`src/hw/seg_display_pkg.sv`:
```
// seven-segment display side: control word, digit pairs and hex-to-segment decode
package seg_display_pkg;

    // digits on the shared segment bus
    localparam int num_digits = 4;

    typedef logic [$clog2(num_digits)-1:0] digit_index_t;

    typedef logic [3:0] hex_digit_t;

    // segments a..g, a in the top bit, 1 = lit
    typedef logic [6:0] segment_pattern_t;

    // control register layout
    typedef struct packed {
        logic [num_digits-1:0] dots;
        logic [1:0]            reserved;
        logic                  colon;
        logic                  enable;
    } ctrl_t;

    // two hex digits per register, even digit in the low nibble
    typedef struct packed {
        hex_digit_t high;
        hex_digit_t low;
    } digit_pair_t;

    //  --a--
    //  f   b
    //  --g--
    //  e   c
    //  --d--
    function automatic segment_pattern_t hex_to_segments(input hex_digit_t value);
        case (value)
            4'h0:    return 7'b1111110;
            4'h1:    return 7'b0110000;
            4'h2:    return 7'b1101101;
            4'h3:    return 7'b1111001;
            4'h4:    return 7'b0110011;
            4'h5:    return 7'b1011011;
            4'h6:    return 7'b1011111;
            4'h7:    return 7'b1110000;
            4'h8:    return 7'b1111111;
            4'h9:    return 7'b1111011;
            4'hA:    return 7'b1110111;
            // lower case b and d, so they differ from 8 and 0
            4'hB:    return 7'b0011111;
            4'hC:    return 7'b1001110;
            4'hD:    return 7'b0111101;
            4'hE:    return 7'b1001111;
            4'hF:    return 7'b1000111;
            default: return '0;
        endcase
    endfunction

endpackage

```
`src/hw/seg_bus_pkg.sv`:
```
// seven-segment peripheral bus side: register map, window size and register byte type
package seg_bus_pkg;

    // one byte per register, whatever the bus data width
    localparam int reg_width = 8;

    typedef logic [reg_width-1:0] reg_data_t;

    // number of byte registers in the address window
    localparam int num_regs = 3;

    // register map, relative to base_addr
    //   0  control: dots[7:4], reserved[3:2], colon[1], enable[0]
    //   1  digits 1 (high nibble) and 0 (low nibble)
    //   2  digits 3 (high nibble) and 2 (low nibble)
    typedef enum logic [1:0] {
        ctrl_offset     = 2'd0,
        digits01_offset = 2'd1,
        digits23_offset = 2'd2
    } reg_offset_t;

    // bits of the address that select a register inside the window
    localparam int offset_width = $bits(reg_offset_t);

endpackage
```
`src/hw/seven_segment_peripheral.sv`:
```
// seven-segment display peripheral: bus port, control and digit registers, digit scanner
`timescale 1ns/1ps

module seven_segment_peripheral #(
    parameter int                    addr_width  = 16,
    parameter int                    data_width  = 16,
    parameter logic [addr_width-1:0] base_addr   = 16'hFF10,
    parameter int                    refresh_div = 1024
) (
    input  logic                                   clk,
    input  logic                                   reset,
    // system bus
    input  logic                                   req_valid,
    input  logic                                   req_write,
    input  logic [addr_width-1:0]                  req_addr,
    input  logic [data_width-1:0]                  req_wdata,
    output logic                                   req_ready,
    output logic                                   rsp_valid,
    output logic [data_width-1:0]                  rsp_rdata,
    output logic                                   rsp_error,
    input  logic                                   rsp_ready,
    // display pins, active high
    output seg_display_pkg::segment_pattern_t      segments,
    output logic [seg_display_pkg::num_digits-1:0] selection,
    output logic                                   dot,
    output logic                                   colon
);
    import seg_bus_pkg::*;
    import seg_display_pkg::*;

    logic [num_regs-1:0] reg_write;
    reg_data_t           reg_wdata;
    reg_data_t           ctrl_rdata;
    reg_data_t           digits01_rdata;
    reg_data_t           digits23_rdata;
    ctrl_t               ctrl;
    digit_pair_t         digits01;
    digit_pair_t         digits23;

    bus_slave_port #(
        .addr_width(addr_width),
        .data_width(data_width),
        .base_addr (base_addr)
    ) port (
        .clk       (clk),
        .reset     (reset),
        .req_valid (req_valid),
        .req_write (req_write),
        .req_addr  (req_addr),
        .req_wdata (req_wdata),
        .req_ready (req_ready),
        .rsp_valid (rsp_valid),
        .rsp_rdata (rsp_rdata),
        .rsp_error (rsp_error),
        .rsp_ready (rsp_ready),
        .reg_write (reg_write),
        .reg_wdata (reg_wdata),
        .reg_rdata0(ctrl_rdata),
        .reg_rdata1(digits01_rdata),
        .reg_rdata2(digits23_rdata)
    );

    // all registers clear at reset, display starts disabled
    bus_register #(
        .payload_t  (ctrl_t),
        .reset_value(ctrl_t'(0))
    ) ctrl_reg (
        .clk      (clk),
        .reset    (reset),
        .write    (reg_write[ctrl_offset]),
        .wdata    (reg_wdata),
        .value    (ctrl),
        .read_data(ctrl_rdata)
    );

    bus_register #(
        .payload_t  (digit_pair_t),
        .reset_value(digit_pair_t'(0))
    ) digits01_reg (
        .clk      (clk),
        .reset    (reset),
        .write    (reg_write[digits01_offset]),
        .wdata    (reg_wdata),
        .value    (digits01),
        .read_data(digits01_rdata)
    );

    bus_register #(
        .payload_t  (digit_pair_t),
        .reset_value(digit_pair_t'(0))
    ) digits23_reg (
        .clk      (clk),
        .reset    (reset),
        .write    (reg_write[digits23_offset]),
        .wdata    (reg_wdata),
        .value    (digits23),
        .read_data(digits23_rdata)
    );

    display_scanner #(
        .refresh_div(refresh_div)
    ) scanner (
        .clk      (clk),
        .reset    (reset),
        .ctrl     (ctrl),
        .digits01 (digits01),
        .digits23 (digits23),
        .segments (segments),
        .selection(selection),
        .dot      (dot),
        .colon    (colon)
    );

endmodule

```
`src/hw/display_scanner.sv`:
```
// four-digit seven-segment scanner, multiplexes hex digits onto one segment bus
`timescale 1ns/1ps

module display_scanner #(
    parameter int refresh_div = 1024
) (
    input  logic                                  clk,
    input  logic                                  reset,
    input  seg_display_pkg::ctrl_t                ctrl,
    input  seg_display_pkg::digit_pair_t          digits01,
    input  seg_display_pkg::digit_pair_t          digits23,
    output seg_display_pkg::segment_pattern_t     segments,
    output logic [seg_display_pkg::num_digits-1:0] selection,
    output logic                                  dot,
    output logic                                  colon
);
    import seg_display_pkg::*;

    // at least one bit, so refresh_div of 1 still builds
    localparam int presc_width = (refresh_div > 1) ? $clog2(refresh_div) : 1;

    logic [presc_width-1:0] prescaler;
    logic                   step;
    digit_index_t           digit;
    hex_digit_t             nibble;

    assign step = (prescaler == presc_width'(refresh_div - 1));

    // keeps running while the display is off
    always_ff @(posedge clk) begin
        if (!reset) begin
            prescaler <= '0;
            digit     <= '0;
        end else if (step) begin
            prescaler <= '0;
            // wraps from 3 back to 0
            digit     <= digit + 1'b1;
        end else begin
            prescaler <= prescaler + 1'b1;
        end
    end

    // nibble of the digit currently driven
    always_comb begin
        case (digit)
            2'd0:    nibble = digits01.low;
            2'd1:    nibble = digits01.high;
            2'd2:    nibble = digits23.low;
            2'd3:    nibble = digits23.high;
            default: nibble = '0;
        endcase
    end

    // segments follow the digit even when disabled,
    // nothing lights without a digit select
    assign segments = hex_to_segments(nibble);

    assign selection = ctrl.enable ? (num_digits'(1) << digit) : '0;
    assign dot       = ctrl.enable && ctrl.dots[digit];
    assign colon     = ctrl.enable && ctrl.colon;

endmodule

```
`src/hw/bus_slave_port.sv`:
```
// bus slave port: valid/ready request handshake, window decode, write strobes and held response
`timescale 1ns/1ps

module bus_slave_port #(
    parameter int                    addr_width = 16,
    parameter int                    data_width = 16,
    parameter logic [addr_width-1:0] base_addr  = 16'hFF10
) (
    input  logic                                clk,
    input  logic                                reset,
    input  logic                                req_valid,
    input  logic                                req_write,
    input  logic [addr_width-1:0]               req_addr,
    input  logic [data_width-1:0]               req_wdata,
    output logic                                req_ready,
    output logic                                rsp_valid,
    output logic [data_width-1:0]               rsp_rdata,
    output logic                                rsp_error,
    input  logic                                rsp_ready,
    output logic [seg_bus_pkg::num_regs-1:0]    reg_write,
    output seg_bus_pkg::reg_data_t              reg_wdata,
    input  seg_bus_pkg::reg_data_t              reg_rdata0,
    input  seg_bus_pkg::reg_data_t              reg_rdata1,
    input  seg_bus_pkg::reg_data_t              reg_rdata2
);
    import seg_bus_pkg::*;

    logic                  req_fire;
    logic                  rsp_fire;
    logic [addr_width-1:0] addr_delta;
    logic                  in_window;
    reg_offset_t           offset;
    reg_data_t             read_byte;

    assign req_fire = req_valid && req_ready;
    assign rsp_fire = rsp_valid && rsp_ready;

    // free when nothing is held, or the held response leaves on this edge
    assign req_ready = !rsp_valid || rsp_ready;

    // below base_addr the difference wraps and fails the compare as well
    assign addr_delta = req_addr - base_addr;
    assign in_window  = addr_delta < addr_width'(num_regs);
    assign offset     = reg_offset_t'(addr_delta[offset_width-1:0]);

    // upper bus bits are not stored
    assign reg_wdata = req_wdata[reg_width-1:0];

    // one strobe per register, only for the cycle of an accepted write
    always_comb begin
        reg_write = '0;
        if (req_fire && req_write && in_window) begin
            reg_write[offset] = 1'b1;
        end
    end

    always_comb begin
        case (offset)
            ctrl_offset:     read_byte = reg_rdata0;
            digits01_offset: read_byte = reg_rdata1;
            digits23_offset: read_byte = reg_rdata2;
            default:         read_byte = '0;
        endcase
    end

    // held response, cleared once the master takes it
    always_ff @(posedge clk) begin
        if (!reset) begin
            rsp_valid <= 1'b0;
        end else if (req_fire) begin
            rsp_valid <= 1'b1;
        end else if (rsp_fire) begin
            rsp_valid <= 1'b0;
        end
    end

    // response payload, register value as it was at the accepting edge
    always_ff @(posedge clk) begin
        if (req_fire) begin
            rsp_error <= !in_window;
            if (in_window) begin
                rsp_rdata <= data_width'(read_byte);
            end else begin
                rsp_rdata <= '0;
            end
        end
    end

endmodule

```
`src/hw/bus_register.sv`:
```
// byte-wide read/write register holding one payload type, loaded by a bus write strobe
`timescale 1ns/1ps

module bus_register #(
    parameter type      payload_t   = seg_bus_pkg::reg_data_t,
    parameter payload_t reset_value = payload_t'(0)
) (
    input  logic                   clk,
    input  logic                   reset,
    input  logic                   write,
    input  seg_bus_pkg::reg_data_t wdata,
    output payload_t               value,
    output seg_bus_pkg::reg_data_t read_data
);
    import seg_bus_pkg::*;

    // payload is expected to be exactly one register byte wide

    always_ff @(posedge clk) begin
        if (!reset) begin
            value <= reset_value;
        end else if (write) begin
            value <= payload_t'(wdata);
        end
    end

    // same bits, seen as a plain byte for the read path
    assign read_data = reg_data_t'(value);

endmodule

```
`config.mk`:
```
export PLATFORM = sky130hd
export DESIGN_NAME = seven_segment_peripheral
export DESIGN_NICKNAME = d
export VERILOG_FILES = /design/src/hw/seg_display_pkg.sv /design/src/hw/seg_bus_pkg.sv /design/src/hw/seven_segment_peripheral.sv /design/src/hw/display_scanner.sv /design/src/hw/bus_slave_port.sv /design/src/hw/bus_register.sv
export SDC_FILE = /design/constraint.sdc
export NUM_CORES = 1
export LEC_CHECK = 0
export BUFFER_PORTS_ARGS = -buffer_cell sky130_fd_sc_hd__buf_2
export CAP_MARGIN = 20
export CORE_UTILIZATION = 45
export CTS_BUF_LIST = sky130_fd_sc_hd__clkbuf_2 sky130_fd_sc_hd__clkbuf_4 sky130_fd_sc_hd__clkbuf_8
export DETAILED_ROUTE_END_ITERATION = 12
export GPL_TIMING_DRIVEN = 0
export HOLD_SLACK_MARGIN = 0.02
export PLACE_DENSITY = 0.69
export REMOVE_ABC_BUFFERS = 1
export SLEW_MARGIN = 10
export SYNTH_ARGS = -nofsm -noshare
export SYNTH_HDL_FRONTEND = slang
export SYNTH_HIERARCHICAL = 1
export SYNTH_SLANG_ARGS = --single-unit
```
`constraint.sdc`:
```
create_clock -name clk -period 4.43 [get_ports clk]
set_input_delay 0.6645 -clock clk [delete_from_list [all_inputs] [get_ports clk]]
set_output_delay 0.6645 -clock clk [all_outputs]
set_load 0.03 [all_outputs]
```
==> impl_metrics.yaml <==
timing:
  fmax_ghz: 0.286
  max_slew_margin_pct: 32.7
  tns_ns: 0
  setup_viol: 0
  drv_slew: 0
  fin_crit_sh_pct: 79.1
  rsz0062_at_grt: "false"
  skew_ns: 0.0146
  min_period_ns: 3.50
  hold_viol_final: 0
  worstMarginPinSlew_ns: 0.981
final_layout:
  fin_nets: 353
  fillCellCount: 567
  final_common_cell: "buf_2"
  diodes: 0
  layout_common_cells: "buf_2, mux2i_1, dfxtp_1"
  drive_gt1_share_pct: 27.0
  syn_to_final_growth_pct: 5.03
route:
  firstDrtPassIters: 5
  drt_iter0_drc: 81
  vias_per_cell: 5.10
  routed_wl_mm: 5.30
  route.detailed.drc: 0
  vias: 1933
  ant_nets: 0
  detail_route.wl_per_cell_um: 14.0
grt:
  antenna_found_initial: 0
  first_global_vias: 1840
  grt_pass1_wl_mm: 8.57
  grt_util_all_layers_pct: 17.1
  grt_overflow: 0
  grt_max_degree: 33
critical_path:
  worstPathMaxFanout: 7
  r2r_slack_ns: 2.45
  arrival_ns: 2.84
  critPathKind: "reg -> out"
  startpoint_type: "flip-flop"
  required_ns: 3.77
  end_kind: "output port"
pwr:
  power_density_nw_per_um2: 251
  max-vdd-ir-drop_mv: 0.117
  totalPowerFinal_mw: 0.760
  leakagePower_nw: 1.15
die:
  design.core.area_um2: 6060
  ioPinCount: 69
  die_area_um2: 6740
  die_x_um: 82.1
  die_h_um: 82.1
  initial_core_util_pct: 47.6
  rows: 28
synthesis:
  post_synth.cell_area_avg_um2: 10.3
  netlist_area_um2: 2890
  syn_inst: 281
  ys_warn_count: 6
clock_tree:
  clk_root_buffer_cell: "clkbuf_8"
  post-cts-setup-buffer-count: 0
  htree_levels: 2
  clk_pin_slew_worst_paths_ns: 0.08
  cts_tree: "done"
  cts_hold_buf: 0
  cts.sinks: 46
  tritoncts.num_buffers: 5
  cts_buffer_depth: 2
  post_cts_resized: 0
  insertion_delay_ns: 0.31
min_path:
  min_path_type: "reg -> reg"
run_status:
  status: "complete, no violations"
place:
  place.gp.congestion: 0.762
  io_buffers: 52
  dp_hpwl_mm: 3.99
run:
  maxCapViolCount: 0
==> power by group <==
part	switching (mW)	leakage (nW)	internal (mW)
logic	0.0434	0.716	0.0242
registers	0.00282	0.387	0.432
clock network	0.146	0.0422	0.111
==> registers in the layout, indices dropped and copies added (netlist names) <==
register,cells
digits23_reg/read_data,8
ctrl_reg/read_data,8
port/rsp_rdata,8
scanner/digit,2
scanner/prescaler,10
port/rsp_valid,1
port/rsp_error,1
digits01_reg/read_data,8
==> cell type report <==
class                   instances  area (um^2)  area share, %
flip-flops and latches         46         1010           33.3
inverters                      10         37.5           1.24
multi-input cells             185         1520           50.1
clock inverters                 3         20.0          0.660
repair buffers                 55          283           9.33
clock buffers                   5         68.8           2.27
well taps                      75         93.8           3.10
==> critical path: stages (launching register included) <==
cell and delay, ns:
dfxtp_1 0.38, inv_1 0.13, ha_1 0.38, mux2i_1 0.56, inv_1 0.20, ha_1 0.28
mux2_2 0.27, a22oi_1 0.13, buf_2 0.22
==> path summary, 6_finish.rpt <==
path	start	endpoint	depth (start not counted)
max	scanner/digit[0]	segments[0]	8
min	scanner/prescaler[0]	scanner/prescaler[0]	1
max reg2reg	port/rsp_valid	digits01_reg/read_data[1]	6
min reg2reg	scanner/prescaler[0]	scanner/prescaler[0]	1
==> metrics by stage <==
stage | utilization [%] | hold WS (ns) | setup slack, ns | cells | cell area, um^2
floorplan | - | 0.426 | 1.39 | 241 | 2550
global placement | 48.0 | 0.450 | 0.449 | 368 | 2910
detailed placement | 48.6 | 0.455 | 1.23 | 371 | 2940
CTS | 50.0 | 0.476 | 0.891 | 379 | 3030
global route | 50.0 | 0.484 | 0.705 | 379 | 3030
finish | 50.0 | 0.470 | 0.928 | 379 | 3030
==> layer usage <==
metal  GRT usage (%)  vias to the layer above  share of wire [%]  wire length [um]
met5               0                        -                  0                 0
met4            7.37                        0                1.8                98
met3            3.74                        9                5.0               264
met2            29.5                       58                 47              2520
met1            20.4                      890                 46              2420
li1                -                      976                  -                 -
Note: power is estimated with default switching activity, not from simulation.
